### src/rv_decode_config.svh
// ******************************
// decode front end configuration
// reset pc, queue depth, flags
// ******************************

`ifndef RV_DECODE_CONFIG_SVH
`define RV_DECODE_CONFIG_SVH

// first fetch address after reset
`define RV_RESET_PC 32'h0000_0000

// decode queue entries, power of two from 2 upward
`define RV_QUEUE_DEPTH 4

// one-bit decode flag values
`define TRUE  1'b1
`define FALSE 1'b0

`endif

### src/rv_decode_pkg.sv
// ******************************
// rv_decode_pkg
// instruction formats, decode selects and the decode packet
// ******************************

package rv_decode_pkg;

    // register-register format
    typedef struct packed {
        logic [6:0] funct7;
        logic [4:0] rs2;
        logic [4:0] rs1;
        logic [2:0] funct3;
        logic [4:0] rd;
        logic [6:0] opcode;
    } r_type_t;

    typedef struct packed {
        logic [11:0] imm;
        logic [4:0]  rs1;
        logic [2:0]  funct3;
        logic [4:0]  rd;
        logic [6:0]  opcode;
    } i_type_t;

    typedef struct packed {
        logic [6:0] imm_hi;
        logic [4:0] rs2;
        logic [4:0] rs1;
        logic [2:0] funct3;
        logic [4:0] imm_lo;
        logic [6:0] opcode;
    } s_type_t;

    // branch offset is scattered, bit 0 is implied
    typedef struct packed {
        logic       imm12;
        logic [5:0] imm10_5;
        logic [4:0] rs2;
        logic [4:0] rs1;
        logic [2:0] funct3;
        logic [3:0] imm4_1;
        logic       imm11;
        logic [6:0] opcode;
    } b_type_t;

    typedef struct packed {
        logic [19:0] imm;
        logic [4:0]  rd;
        logic [6:0]  opcode;
    } u_type_t;

    typedef struct packed {
        logic       imm20;
        logic [9:0] imm10_1;
        logic       imm11;
        logic [7:0] imm19_12;
        logic [4:0] rd;
        logic [6:0] opcode;
    } j_type_t;

    // one fetched word, read in whichever format the opcode implies
    typedef union packed {
        r_type_t r;
        i_type_t i;
        s_type_t s;
        b_type_t b;
        u_type_t u;
        j_type_t j;
    } inst_t;

    typedef enum logic [1:0] {
        opa_is_rs1  = 2'h0,
        opa_is_pc   = 2'h1,
        opa_is_zero = 2'h2
    } opa_select_t;

    typedef enum logic [2:0] {
        opb_is_rs2   = 3'h0,
        opb_is_i_imm = 3'h1,
        opb_is_s_imm = 3'h2,
        opb_is_b_imm = 3'h3,
        opb_is_u_imm = 3'h4,
        opb_is_j_imm = 3'h5
    } opb_select_t;

    typedef enum logic [3:0] {
        alu_add  = 4'h0,
        alu_sub  = 4'h1,
        alu_slt  = 4'h2,
        alu_sltu = 4'h3,
        alu_and  = 4'h4,
        alu_or   = 4'h5,
        alu_xor  = 4'h6,
        alu_sll  = 4'h7,
        alu_srl  = 4'h8,
        alu_sra  = 4'h9
    } alu_func_t;

    typedef enum logic [1:0] {
        alu  = 2'h0,
        ldst = 2'h1,
        mult = 2'h2,
        bu   = 2'h3
    } fu_type_t;

    // register indices are taken from inst, not duplicated here
    typedef struct packed {
        inst_t       inst;
        logic [31:0] pc;
        logic [31:0] npc;
        opa_select_t opa_select;
        opb_select_t opb_select;
        alu_func_t   alu_func;
        fu_type_t    fu_type;
        logic [2:0]  funct3;
        logic        has_dest;
        logic        rd_mem;
        logic        wr_mem;
        logic        cond_branch;
        logic        uncond_branch;
        logic        mult;
        logic        csr_op;
        logic        halt;
        logic        illegal;
        logic        is_rs1_used;
        logic        is_rs2_used;
    } decode_packet_t;

endpackage

### src/fetch_decode_if.sv
// ******************************
// fetch to decode handoff
// one word with its pc, valid/ready
// ******************************

`timescale 1ns/1ps

interface fetch_decode_if;

    logic                 valid;
    logic                 ready;
    logic [31:0]          pc;
    rv_decode_pkg::inst_t inst;

    // fetch unit side
    modport fetch (output valid, output pc, output inst, input ready);

    // decoder reads only, queue drives ready
    modport sink (input valid, input pc, input inst, output ready);

endinterface

### src/decode_queue.sv
// ******************************
// decode queue
// circular FIFO of decode packets toward dispatch
// ******************************

`timescale 1ns/1ps
`include "rv_decode_config.svh"

module decode_queue (
    input  logic                          clock,
    input  logic                          rst_n,
    fetch_decode_if.sink                  fd,
    input  rv_decode_pkg::decode_packet_t in_packet,
    output logic                          out_valid,
    input  logic                          out_ready,
    output rv_decode_pkg::decode_packet_t out_packet
);

    localparam int ptr_w = $clog2(`RV_QUEUE_DEPTH);
    localparam logic [ptr_w:0] queue_depth = `RV_QUEUE_DEPTH;

    rv_decode_pkg::decode_packet_t entries [`RV_QUEUE_DEPTH];

    logic [ptr_w-1:0] wr_ptr_q;
    logic [ptr_w-1:0] rd_ptr_q;
    logic [ptr_w:0]   count_q;
    logic             full;
    logic             push;
    logic             pop;

    assign full = (count_q == queue_depth);

    // a full queue still takes a word when the head leaves in the same cycle
    assign fd.ready = !full || out_ready;

    assign push = fd.valid && fd.ready;
    assign pop  = out_valid && out_ready;

    assign out_valid  = (count_q != '0);
    assign out_packet = entries[rd_ptr_q];

    always_ff @(posedge clock) begin
        if (!rst_n) begin
            wr_ptr_q <= '0;
            rd_ptr_q <= '0;
            count_q  <= '0;
        end else begin
            if (push) begin
                wr_ptr_q <= wr_ptr_q + 1'b1;
            end
            if (pop) begin
                rd_ptr_q <= rd_ptr_q + 1'b1;
            end
            case ({push, pop})
                2'b10:   count_q <= count_q + 1'b1;
                2'b01:   count_q <= count_q - 1'b1;
                default: count_q <= count_q;
            endcase
        end
    end

    always_ff @(posedge clock) begin
        if (push) begin
            entries[wr_ptr_q] <= in_packet;
        end
    end

endmodule

### src/decoder.sv
// ******************************
// RV32IM decoder
// combinational word to control packet
// ******************************

`timescale 1ns/1ps
`include "rv_decode_config.svh"

module decoder (
    fetch_decode_if.sink                  fd,
    output rv_decode_pkg::decode_packet_t packet,
    output logic                          halt
);

    localparam logic [6:0]  op_lui    = 7'b0110111;
    localparam logic [6:0]  op_auipc  = 7'b0010111;
    localparam logic [6:0]  op_jal    = 7'b1101111;
    localparam logic [6:0]  op_jalr   = 7'b1100111;
    localparam logic [6:0]  op_branch = 7'b1100011;
    localparam logic [6:0]  op_load   = 7'b0000011;
    localparam logic [6:0]  op_store  = 7'b0100011;
    localparam logic [6:0]  op_imm    = 7'b0010011;
    localparam logic [6:0]  op_reg    = 7'b0110011;
    localparam logic [6:0]  op_system = 7'b1110011;
    localparam logic [31:0] wfi_word  = 32'h1050_0073;

    // funct7, funct3 and opcode side by side for matching
    logic [16:0] key;

    // alt picks sub or sra, the caller masks it where it has no meaning
    function automatic rv_decode_pkg::alu_func_t alu_from_funct(
        input logic [2:0] funct3,
        input logic       alt
    );
        case (funct3)
            3'b000: begin
                if (alt) return rv_decode_pkg::alu_sub;
                return rv_decode_pkg::alu_add;
            end
            3'b001: return rv_decode_pkg::alu_sll;
            3'b010: return rv_decode_pkg::alu_slt;
            3'b011: return rv_decode_pkg::alu_sltu;
            3'b100: return rv_decode_pkg::alu_xor;
            3'b101: begin
                if (alt) return rv_decode_pkg::alu_sra;
                return rv_decode_pkg::alu_srl;
            end
            3'b110: return rv_decode_pkg::alu_or;
            default: return rv_decode_pkg::alu_and;
        endcase
    endfunction

    assign key = {fd.inst.r.funct7, fd.inst.r.funct3, fd.inst.r.opcode};

    always_comb begin
        packet.inst   = fd.inst;
        packet.pc     = fd.pc;
        packet.npc    = fd.pc + 32'd4;
        packet.funct3 = fd.inst.r.funct3;

        // defaults look like a nop
        packet.opa_select    = rv_decode_pkg::opa_is_rs1;
        packet.opb_select    = rv_decode_pkg::opb_is_rs2;
        packet.alu_func      = rv_decode_pkg::alu_add;
        packet.has_dest      = `FALSE;
        packet.rd_mem        = `FALSE;
        packet.wr_mem        = `FALSE;
        packet.cond_branch   = `FALSE;
        packet.uncond_branch = `FALSE;
        packet.mult          = `FALSE;
        packet.csr_op        = `FALSE;
        packet.halt          = `FALSE;
        packet.illegal       = `FALSE;

        if (fd.inst == wfi_word) begin
            packet.halt = `TRUE;
        end else begin
            casez (key)
                {7'b???????, 3'b???, op_lui}: begin
                    packet.has_dest   = `TRUE;
                    packet.opa_select = rv_decode_pkg::opa_is_zero;
                    packet.opb_select = rv_decode_pkg::opb_is_u_imm;
                end
                {7'b???????, 3'b???, op_auipc}: begin
                    packet.has_dest   = `TRUE;
                    packet.opa_select = rv_decode_pkg::opa_is_pc;
                    packet.opb_select = rv_decode_pkg::opb_is_u_imm;
                end
                {7'b???????, 3'b???, op_jal}: begin
                    packet.has_dest      = `TRUE;
                    packet.opa_select    = rv_decode_pkg::opa_is_pc;
                    packet.opb_select    = rv_decode_pkg::opb_is_j_imm;
                    packet.uncond_branch = `TRUE;
                end
                {7'b???????, 3'b000, op_jalr}: begin
                    packet.has_dest      = `TRUE;
                    packet.opb_select    = rv_decode_pkg::opb_is_i_imm;
                    packet.uncond_branch = `TRUE;
                end
                // beq bne blt bge bltu bgeu, funct3 is the compare
                {7'b???????, 3'b00?, op_branch},
                {7'b???????, 3'b1??, op_branch}: begin
                    packet.opa_select  = rv_decode_pkg::opa_is_pc;
                    packet.opb_select  = rv_decode_pkg::opb_is_b_imm;
                    packet.cond_branch = `TRUE;
                end
                {7'b???????, 3'b00?, op_load},
                {7'b???????, 3'b010, op_load},
                {7'b???????, 3'b10?, op_load}: begin
                    packet.has_dest   = `TRUE;
                    packet.opb_select = rv_decode_pkg::opb_is_i_imm;
                    packet.rd_mem     = `TRUE;
                end
                {7'b???????, 3'b00?, op_store},
                {7'b???????, 3'b010, op_store}: begin
                    packet.opb_select = rv_decode_pkg::opb_is_s_imm;
                    packet.wr_mem     = `TRUE;
                end
                // addi slti sltiu xori ori andi, then the three shifts
                {7'b???????, 3'b000, op_imm},
                {7'b???????, 3'b01?, op_imm},
                {7'b???????, 3'b1?0, op_imm},
                {7'b???????, 3'b111, op_imm},
                {7'b0000000, 3'b001, op_imm},
                {7'b0?00000, 3'b101, op_imm}: begin
                    packet.has_dest   = `TRUE;
                    packet.opb_select = rv_decode_pkg::opb_is_i_imm;
                    packet.alu_func   = alu_from_funct(fd.inst.r.funct3,
                        fd.inst.r.funct3 == 3'b101 && fd.inst.r.funct7[5]);
                end
                {7'b0000000, 3'b???, op_reg},
                {7'b0100000, 3'b000, op_reg},
                {7'b0100000, 3'b101, op_reg}: begin
                    packet.has_dest = `TRUE;
                    packet.alu_func = alu_from_funct(fd.inst.r.funct3, fd.inst.r.funct7[5]);
                end
                // mul mulh mulhsu mulhu, funct3 goes on as the mult function
                {7'b0000001, 3'b0??, op_reg}: begin
                    packet.has_dest = `TRUE;
                    packet.mult     = `TRUE;
                end
                {7'b???????, 3'b001, op_system},
                {7'b???????, 3'b01?, op_system}: begin
                    packet.csr_op = `TRUE;
                end
                default: begin
                    packet.illegal = `TRUE;
                end
            endcase
        end

        // writes to x0 are dropped
        if (fd.inst.r.rd == 5'd0) begin
            packet.has_dest = `FALSE;
        end

        packet.is_rs1_used = packet.cond_branch ||
                             (packet.opa_select == rv_decode_pkg::opa_is_rs1);
        packet.is_rs2_used = packet.cond_branch || packet.wr_mem ||
                             (packet.opb_select == rv_decode_pkg::opb_is_rs2);

        // branch unit wins over memory, memory over multiply
        if (packet.cond_branch || packet.uncond_branch) begin
            packet.fu_type = rv_decode_pkg::bu;
        end else if (packet.rd_mem || packet.wr_mem) begin
            packet.fu_type = rv_decode_pkg::ldst;
        end else if (packet.mult) begin
            packet.fu_type = rv_decode_pkg::mult;
        end else begin
            packet.fu_type = rv_decode_pkg::alu;
        end
    end

    assign halt = packet.halt;

endmodule

### src/fetch_unit.sv
// ******************************
// fetch unit
// sequential AXI4-Lite instruction reads into a one-word holding register
// ******************************

`timescale 1ns/1ps
`include "rv_decode_config.svh"

module fetch_unit (
    input  logic          clock,
    input  logic          rst_n,
    output logic          arvalid,
    output logic [31:0]   araddr,
    output logic [2:0]    arprot,
    input  logic          arready,
    input  logic          rvalid,
    input  logic [31:0]   rdata,
    input  logic [1:0]    rresp,
    output logic          rready,
    input  logic          halt_in,
    fetch_decode_if.fetch fd,
    output logic          halted
);

    logic [31:0] pc_q;
    logic        arvalid_q;
    logic        outstanding_q;
    logic        hold_valid_q;
    logic [31:0] hold_word_q;
    logic [31:0] hold_pc_q;
    logic        halted_q;
    logic        ar_fire;
    logic        r_fire;
    logic        fd_fire;
    logic        issue;

    assign ar_fire = arvalid_q && arready;
    assign r_fire  = rvalid && rready;
    assign fd_fire = hold_valid_q && fd.ready;

    // next request goes out as the held word is handed over,
    // never once a halt word has been accepted
    assign issue = !arvalid_q && !outstanding_q && (!hold_valid_q || fd_fire)
                   && !halted_q && !(fd_fire && halt_in);

    assign arvalid = arvalid_q;
    assign araddr  = pc_q;
    // instruction access, unprivileged, secure
    assign arprot  = 3'b100;
    // rresp is ignored, an error response is taken like okay
    assign rready  = outstanding_q && !hold_valid_q;
    assign halted  = halted_q;

    assign fd.valid = hold_valid_q;
    assign fd.pc    = hold_pc_q;
    assign fd.inst  = hold_word_q;

    always_ff @(posedge clock) begin
        if (!rst_n) begin
            pc_q          <= `RV_RESET_PC;
            arvalid_q     <= 1'b0;
            outstanding_q <= 1'b0;
            hold_valid_q  <= 1'b0;
            halted_q      <= 1'b0;
        end else begin
            if (ar_fire) begin
                arvalid_q <= 1'b0;
            end else if (issue) begin
                arvalid_q <= 1'b1;
            end

            if (ar_fire) begin
                outstanding_q <= 1'b1;
            end else if (r_fire) begin
                outstanding_q <= 1'b0;
            end

            // step to the next word once this one is back
            if (r_fire) begin
                hold_valid_q <= 1'b1;
                pc_q         <= pc_q + 32'd4;
            end else if (fd_fire) begin
                hold_valid_q <= 1'b0;
            end

            if (fd_fire && halt_in) begin
                halted_q <= 1'b1;
            end
        end
    end

    // held word and the address it came from
    always_ff @(posedge clock) begin
        if (r_fire) begin
            hold_word_q <= rdata;
            hold_pc_q   <= pc_q;
        end
    end

endmodule

### src/rv_decode_top.sv
// ******************************
// fetch and decode front end
// AXI4-Lite instruction reads to a queue of decoded packets
// ******************************

`timescale 1ns/1ps

module rv_decode_top (
    input  logic                          clock,
    input  logic                          rst_n,
    output logic                          arvalid,
    output logic [31:0]                   araddr,
    output logic [2:0]                    arprot,
    input  logic                          arready,
    input  logic                          rvalid,
    input  logic [31:0]                   rdata,
    input  logic [1:0]                    rresp,
    output logic                          rready,
    output logic                          out_valid,
    input  logic                          out_ready,
    output rv_decode_pkg::decode_packet_t out_packet,
    output logic                          halted
);

    fetch_decode_if fd_if ();

    rv_decode_pkg::decode_packet_t dec_packet;
    logic                          dec_halt;

    fetch_unit u_fetch_unit (
        .clock   (clock),
        .rst_n   (rst_n),
        .arvalid (arvalid),
        .araddr  (araddr),
        .arprot  (arprot),
        .arready (arready),
        .rvalid  (rvalid),
        .rdata   (rdata),
        .rresp   (rresp),
        .rready  (rready),
        .halt_in (dec_halt),
        .fd      (fd_if.fetch),
        .halted  (halted)
    );

    // decodes the held word in the same cycle it is offered
    decoder u_decoder (
        .fd     (fd_if.sink),
        .packet (dec_packet),
        .halt   (dec_halt)
    );

    decode_queue u_decode_queue (
        .clock      (clock),
        .rst_n      (rst_n),
        .fd         (fd_if.sink),
        .in_packet  (dec_packet),
        .out_valid  (out_valid),
        .out_ready  (out_ready),
        .out_packet (out_packet)
    );

endmodule

### config.mk
export PLATFORM = sky130hd
export DESIGN_NAME = rv_decode_top
export DESIGN_NICKNAME = d
export VERILOG_FILES = /design/src/rv_decode_pkg.sv /design/src/fetch_decode_if.sv /design/src/decode_queue.sv /design/src/decoder.sv /design/src/fetch_unit.sv /design/src/rv_decode_top.sv
export VERILOG_INCLUDE_DIRS = /design/src
export SDC_FILE = /design/constraint.sdc
export NUM_CORES = 1
export LEC_CHECK = 0
export ABC_AREA = 1
export BUFFER_PORTS_ARGS = -buffer_cell sky130_fd_sc_hd__buf_2
export CAP_MARGIN = 20
export CELL_PAD_IN_SITES_DETAIL_PLACEMENT = 0
export CELL_PAD_IN_SITES_GLOBAL_PLACEMENT = 1
export CORE_MARGIN = 2
export CORE_UTILIZATION = 45
export CTS_CLUSTER_DIAMETER = 60
export CTS_CLUSTER_SIZE = 25
export DETAILED_ROUTE_END_ITERATION = 8
export PLACE_DENSITY = 0.86
export SYNTH_ARGS = -nofsm -noshare
export SYNTH_HDL_FRONTEND = slang
export SYNTH_SLANG_ARGS = --single-unit
### constraint.sdc
create_clock -name clock -period 19.16 [get_ports clock]
set_clock_uncertainty 0.1 [all_clocks]
set_input_delay 3.832 -clock clock [delete_from_list [all_inputs] [get_ports clock]]
set_output_delay 3.832 -clock clock [all_outputs]
set_load 0.01 [all_outputs]
==> impl_metrics.env, run 1 <==
export IMPL_design_core_area_um2=49000
export IMPL_final_util_pct=51.4
export IMPL_gp_congestion=0.867
export IMPL_port_buffers=187
export IMPL_fmax_ghz=0.139
export IMPL_setup_violations=0
export IMPL_pre_cts_ws_ns=12.41
export IMPL_cp_end_kind="output port"
export IMPL_multiInputGateArea_um2=5260
export IMPL_grt_pass1_wl_um=76500
export IMPL_criticalPathCategory="flop to output port"
export IMPL_num_fill_cells=4096
export IMPL_die_h_um=227
export IMPL_ctsHoldBuffers=0
export IMPL_crit_required_ns=15.23
export IMPL_ios=199
export IMPL_initial_utilization_pct=45.7
export IMPL_drc=0
export IMPL_ys_ff_latch=561
export IMPL_peakVddDrop_mv=0.0622
export IMPL_netlist_instances=1819
export IMPL_grt_remaining_overflow=0
export IMPL_wl_per_cell_um=19.2
export IMPL_synth_cell_types=40
export IMPL_avgSynthCellArea_um2=12.3
export IMPL_yosys_area_top_type="edfxtp_1"
export IMPL_slowest_stage="buf_4"
export IMPL_fin_cells=2662
export IMPL_diodes=0
export IMPL_cts_root_buf="clkbuf_16"
export IMPL_track_usage_pct=19.6
export IMPL_hp_class="flop to flop"
export IMPL_tightest_slew_ns=1.13
export IMPL_max_clock_path_buffers=3
export IMPL_power_total_uw=2280
export IMPL_rsz0062_at_grt="no"
export IMPL_post_cts_buffers=0
export IMPL_dr_first_iter_drc_count=1259
export IMPL_synth_top_cell_area_share_pct=69.5
export IMPL_num_vias=14500
export IMPL_rows=81
export IMPL_clk_latency_ns=0.57
export IMPL_detail_route_first_pass_iterations=5
export IMPL_routed_wl_um=51000
export IMPL_cp_cell_sequence="inv_6 -> buf_4 -> o21ai_0 -> o22ai_1 -> buf_2"
export IMPL_status="complete, no violations"
export IMPL_critPathMaxStageDelay_ns=0.83
export IMPL_yosys_cell_count_top_type="edfxtp_1"
export IMPL_min_period_ns=7.21
export IMPL_seq_area_frac_synth_pct=73.4
export IMPL_setup_tns_ns=0
export IMPL_synthFlopType="edfxtp_1"
export IMPL_cts_sinks=561
export IMPL_synth_edff_count=518
export IMPL_clk_pin_slew_worst_paths_ns=0.09
export IMPL_hold_violations=0
export IMPL_hpwl_um=31200
export IMPL_synth_warnings=0
export IMPL_fin_nets=2022
export IMPL_cts_made_buffers=36
export IMPL_maxSlewHeadroom_pct=24.7
export IMPL_setup_ws_ns=11.95
export IMPL_netlist_area_um2=22400
export IMPL_slew_viol_final=0
export IMPL_power_density_nw_per_um2=90.6
export IMPL_grt_antenna_before_repair=0
export IMPL_leakage_uw=0.00847
export IMPL_synthArstFlopShare_pct=0
export IMPL_cp_arrival_ns=3.28
export IMPL_cts_tree="yes"
export IMPL_cts_resized=0
export IMPL_dp_cells=2600
export IMPL_min_from="u_decode_queue.rd_ptr_q[1]"
export IMPL_maxCapViolations=0
export IMPL_grt_max_degree=132
export IMPL_grt_pass1_vias=13600
export IMPL_drive_above_1_share_pct=14.6
export IMPL_cts_htree_levels=2
export IMPL_cp_start_kind="flop"
export IMPL_drtAntennaViolNets=0
export IMPL_die_w_um=227
export IMPL_path_max_fanout=131
export IMPL_synth_common_cells="518 x edfxtp_1, 349 x nor2_1, 244 x o21ai_0"
export IMPL_rr_startpoint="u_decode_queue.count_q[1]"
export IMPL_dieArea_um2=51500
export IMPL_ff_latch_area_um2=16400
export IMPL_vias_per_cell=5.43
export IMPL_period_share_pct=37.6
export IMPL_yosys_top_cells_area="edfxtp_1 70%, nor2_1 5.9%, o21ai_0 5.5%, dfxtp_1 3.8%, o22ai_1 3.2%"
export IMPL_synthToLayoutAreaGrowth_pct=12.4
-- sequential cells by signal, summed over array words and instances (netlist names), named ones only --
register	flops
u_decode_queue.entries	456
u_decode_queue.rd_ptr_q	2
u_fetch_unit.arvalid	1
u_fetch_unit.fd.valid	1
u_fetch_unit.outstanding_q	1
u_fetch_unit.araddr	30
u_decode_queue.count_q	3
u_fetch_unit.fd.inst	32
u_fetch_unit.halted	1
u_fetch_unit.fd.pc	30
u_decode_queue.wr_ptr_q	2
-- metal layers --
layer	routed length (µm)	share of wire, %	track usage [%]
met1	21900	43	27.0
met2	24500	48	31.9
met3	3320	6.5	3.07
met4	1300	2.6	6.87
met5	0	0	0
-- cell usage in the layout, fill, tap and decap left out, drive strengths merged --
| cell type | Yosys | routed |
|---|---|---|
| a21oi | 31 | 31 |
| a31oi | 1 | 1 |
| and2 | 1 | 1 |
| and3 | 3 | 3 |
| buf | 26 | 204 |
| bufinv | 0 | 2 |
| clkbuf | 67 | 40 |
| clkinv | 0 | 5 |
| clkinvlp | 0 | 2 |
| conb | 2 | 9 |
| dfxtp | 43 | 43 |
| edfxtp | 518 | 518 |
| fa | 1 | 1 |
| ha | 7 | 7 |
| inv | 90 | 102 |
| nand2 | 173 | 173 |
| nand3 | 49 | 49 |
| nand3b | 2 | 2 |
| nand4 | 23 | 23 |
| nor2 | 356 | 356 |
| nor3 | 29 | 29 |
| nor3b | 2 | 2 |
| nor4 | 2 | 2 |
| o211ai | 1 | 1 |
| o21a | 1 | 1 |
| o21ai | 247 | 247 |
| o22ai | 114 | 114 |
| o31ai | 1 | 1 |
| xnor2 | 9 | 9 |
| xor2 | 20 | 20 |
-- final timing paths --
path | endpoint | slack [ns] | cells past startpoint
setup / recovery | out_packet[12] | 11.95 | 5
hold / removal | flop | 0.35 | 2
setup reg to reg | u_decode_queue.entries[0][109] | 16.01 | 6
hold reg to reg | flop | 0.35 | 2
-- metrics by stage --
stage	cell area, µm²	hold WS [ns]
after global routing	25100	0.372
after global placement	23900	0.340
after floorplan	22400	0.336
final	25100	0.353
after CTS	25100	0.354
after detailed placement	23900	0.347
-- layout make-up --
class                           instances  area share [%]
Clock buffer                           40            3.73
Sequential cell                       561            65.3
Clock inverter                         21            1.07
Tap cell                              664            3.31
Inverter                               90            1.36
Timing Repair Buffer                  204            4.28
Multi-Input combinational cell       1082            20.9
-- power breakdown --
part           internal (µW)  switching (µW)  leakage (µW)
logic                   32.0            73.9       0.00304
clock network            402             418      0.000582
registers               1340            12.7       0.00485
-- cells by family after synthesis --
logic type,Yosys count,synth area share (%)
and+or+nand+nor,640,12.1
DFF,561,73.4
AOI/OAI and AO/OA,396,9.54
buffers and inverters,183,3.34
xor gates and xnor gates,29,1.14
adders and majority gates,8,0.481
other,2,0.0336
-- worst max-delay path: cells and delay by family, from the launching register on --
family / cells / cell delay (ns)
AOI/OAI and AO/OA: 2 / 0.48
buffers and inverters: 3 / 1.69
DFF: 1 / 0.40
Note: power is estimated with default switching activity, not from simulation.
==> run 2: changes to the inputs <==
--- a/config.mk
+++ b/config.mk
@@ -6,7 +6,7 @@
 export SDC_FILE = /design/constraint.sdc
 export NUM_CORES = 1
 export LEC_CHECK = 0
-export ABC_AREA = 1
+export ABC_AREA = 0
 export BUFFER_PORTS_ARGS = -buffer_cell sky130_fd_sc_hd__buf_2
 export CAP_MARGIN = 20
 export CELL_PAD_IN_SITES_DETAIL_PLACEMENT = 0
@@ -16,7 +16,7 @@
 export CTS_CLUSTER_DIAMETER = 60
 export CTS_CLUSTER_SIZE = 25
 export DETAILED_ROUTE_END_ITERATION = 8
-export PLACE_DENSITY = 0.86
+export PLACE_DENSITY = 0.85
 export SYNTH_ARGS = -nofsm -noshare
 export SYNTH_HDL_FRONTEND = slang
 export SYNTH_SLANG_ARGS = --single-unit
==> constraint.sdc (replaced) <==
create_clock -name clock -period 6.1 [get_ports clock]
set_clock_uncertainty 0.1 [all_clocks]
set_input_delay 1.22 -clock clock [delete_from_list [all_inputs] [get_ports clock]]
set_output_delay 1.22 -clock clock [all_outputs]
set_load 0.01 [all_outputs]
==> impl_metrics.env, run 2 <==
export IMPL_status="complete, but fails checks"
export IMPL_violations="design-rule violations"
export IMPL_cts_made_buffers=35
export IMPL_setup_tns_ns=0
export IMPL_cts_tree="yes"
export IMPL_wl_per_cell_um=22.0
export IMPL_critPathMaxStageDelay_ns=0.88
export IMPL_fin_nets=1304
export IMPL_min_period_ns=3.98
export IMPL_synthFlopType="edfxtp_1"
export IMPL_r2r_slack_ns=2.98
export IMPL_largest_register="u_decode_queue.entries"
export IMPL_cts_root_buf="clkbuf_16"
export IMPL_final_util_pct=51.9
export IMPL_yosys_area_top_type="edfxtp_1"
export IMPL_initial_utilization_pct=45.7
export IMPL_p_int_uw=5610
export IMPL_avgSynthCellArea_um2=20.1
export IMPL_maxCapViolations=0
export IMPL_clk_pin_slew_worst_paths_ns=0.08
export IMPL_tightest_slew_ns=1.06
export IMPL_detail_route_first_pass_iterations=7
export IMPL_hpwl_um=26000
export IMPL_dr_first_iter_drc_count=835
export IMPL_clock_power_share_pct=36.5
export IMPL_cts_htree_levels=2
export IMPL_dieArea_um2=49100
export IMPL_synth_common_cells="518 x edfxtp_1, 114 x mux4_2, 57 x nor2_1"
export IMPL_fin_cells=1891
export IMPL_cts_resized=0
export IMPL_hp_class="flop to flop"
export IMPL_cts_sinks=561
export IMPL_grt_pass1_wl_um=63300
export IMPL_hold_violations=0
export IMPL_netlist_instances=1061
export IMPL_leakage_uw=0.00784
export IMPL_largest_reg_flops=456
export IMPL_combinationalPowerShare_pct=4.2
export IMPL_slowest_stage="dfxtp_4"
export IMPL_synthArstFlopShare_pct=0
export IMPL_ios=199
export IMPL_die_h_um=222
export IMPL_layout_commonest_cell="edfxtp_1"
export IMPL_synth_edff_count=518
export IMPL_ctsHoldBuffers=0
export IMPL_pwr_share_seq_pct=59.3
export IMPL_swShare_pct=21.3
export IMPL_setup_violations=0
export IMPL_yosys_cell_count_top_type="edfxtp_1"
export IMPL_ys_ff_latch=561
export IMPL_p_switching_uw=1520
export IMPL_port_buffers=187
export IMPL_grt_max_degree=76
export IMPL_design_core_area_um2=46700
export IMPL_maxSlewHeadroom_pct=28.9
export IMPL_criticalPathCategory="flop to output port"
export IMPL_crit_required_ns=4.78
export IMPL_synthToLayoutAreaGrowth_pct=13.6
export IMPL_fmax_ghz=0.251
export IMPL_diodes=0
export IMPL_peakVddDrop_mv=0.171
export IMPL_dp_cells=1827
export IMPL_grt_antenna_before_repair=0
export IMPL_gp_congestion=0.794
export IMPL_cp_cell_sequence="buf_4 -> mux4_2 -> buf_2"
export IMPL_crit_family="flip-flops"
export IMPL_final_cell_mix="518 x edfxtp_1, 187 x buf_2, 114 x mux4_2, 57 x nor2_1, 41 x dfxtp_1"
export IMPL_grt_remaining_overflow=0
export IMPL_routed_wl_um=41600
export IMPL_slew_viol_final=0
export IMPL_post_cts_buffers=0
export IMPL_grt_pass1_vias=10500
export IMPL_path_max_fanout=55
export IMPL_period_share_pct=65.3
export IMPL_netlist_area_um2=21300
export IMPL_cp_arrival_ns=2.66
export IMPL_path_buf_inv=2
export IMPL_yosys_top_cells_area="edfxtp_1 73%, mux4_2 12%, dfxtp_1 4.0%, xor2_1 1.4%, xnor2_1 1.1%"
export IMPL_rsz0062_at_grt="no"
export IMPL_synth_top_cell_area_share_pct=73.0
export IMPL_cp_end_kind="output port"
export IMPL_max_clock_path_buffers=3
export IMPL_vias_per_cell=5.49
export IMPL_power_density_nw_per_um2=295
export IMPL_track_usage_pct=16.9
export IMPL_seq_area_frac_synth_pct=77.0
export IMPL_drc=9
export IMPL_drtAntennaViolNets=0
export IMPL_rows=79
export IMPL_cp_start_kind="flop"
export IMPL_clk_latency_ns=0.57
export IMPL_die_w_um=222
export IMPL_synth_cell_types=55
export IMPL_synth_warnings=0
export IMPL_drive_above_1_share_pct=30.6
export IMPL_num_vias=10400
-- run 2: metal layers --
layer / wire length [µm] / vias up / GRT usage (%) / part of all wire [%]
met5: 0 / - / 0 / 0
met4: 1120 / 0 / 5.56 / 2.7
met3: 2110 / 54 / 2.89 / 5.1
met2: 20900 / 303 / 28.0 / 50
met1: 17500 / 5390 / 23.1 / 42
li1: - / 4626 / - / -
-- run 2: cells by family after synthesis --
group | Yosys count | synth area share (%)
other | 2 | 0.0352
adder cells (fa/ha/maj) | 8 | 0.505
flip-flops | 561 | 77.0
multiplexers | 114 | 12.1
AND/OR/NAND/NOR | 212 | 5.36
buffers and inverters | 67 | 1.46
XOR/XNOR | 61 | 2.51
AO/OA/AOI/OAI | 36 | 1.04
-- run 2: stage by stage --
stage                     setup WS [ns]  total power [µW]  cell area [µm²]  hold slack [ns]
after global placement             2.41              4620            23000            0.361
after floorplan                    1.23              4510            21300            0.362
after CTS                          2.04              7200            24200            0.386
after global routing               1.96              7340            24200            0.408
after detailed placement           2.37              4630            23000            0.367
final                              2.12              7130            24200            0.382
-- run 2: path summary, 6_finish.rpt --
check / from / endpoint / depth (start not counted)
setup / recovery: flop / out_packet[60] / 3
setup reg to reg: u_fetch_unit.fd.inst[26] / u_decode_queue.entries[3][2] / 5
hold reg to reg: u_fetch_unit.araddr[31] / u_fetch_unit.fd.pc[31] / 0
hold / removal: u_fetch_unit.araddr[31] / u_fetch_unit.fd.pc[31] / 0
-- run 2: power by group through the flow --
stage          Clock (µW)  Combinational, µW  Sequential (µW)
3_5_place_dp            0                311             4320
3_3_place_gp            0                308             4310
5_1_grt              2780                327             4230
2_1_floorplan           0                213             4300
4_1_cts              2660                312             4230
6_report             2600                303             4230
-- run 2: layout make-up --
class                           instances  area [µm²]
Clock buffer                           36         901
Fill cell                            3665       22400
Sequential cell                       561       16400
Inverter                               20        76.3
Tap cell                              607         759
Timing Repair Buffer                  199        1090
Multi-Input combinational cell        440        4620
Clock inverter                         28         340
-- run 2: worst reg2reg max path, delay by kind of cell, from the launching register on --
family / cells / cell delay [ns]
AND/OR/NAND/NOR: 5 / 2.25
flip-flops: 1 / 0.45
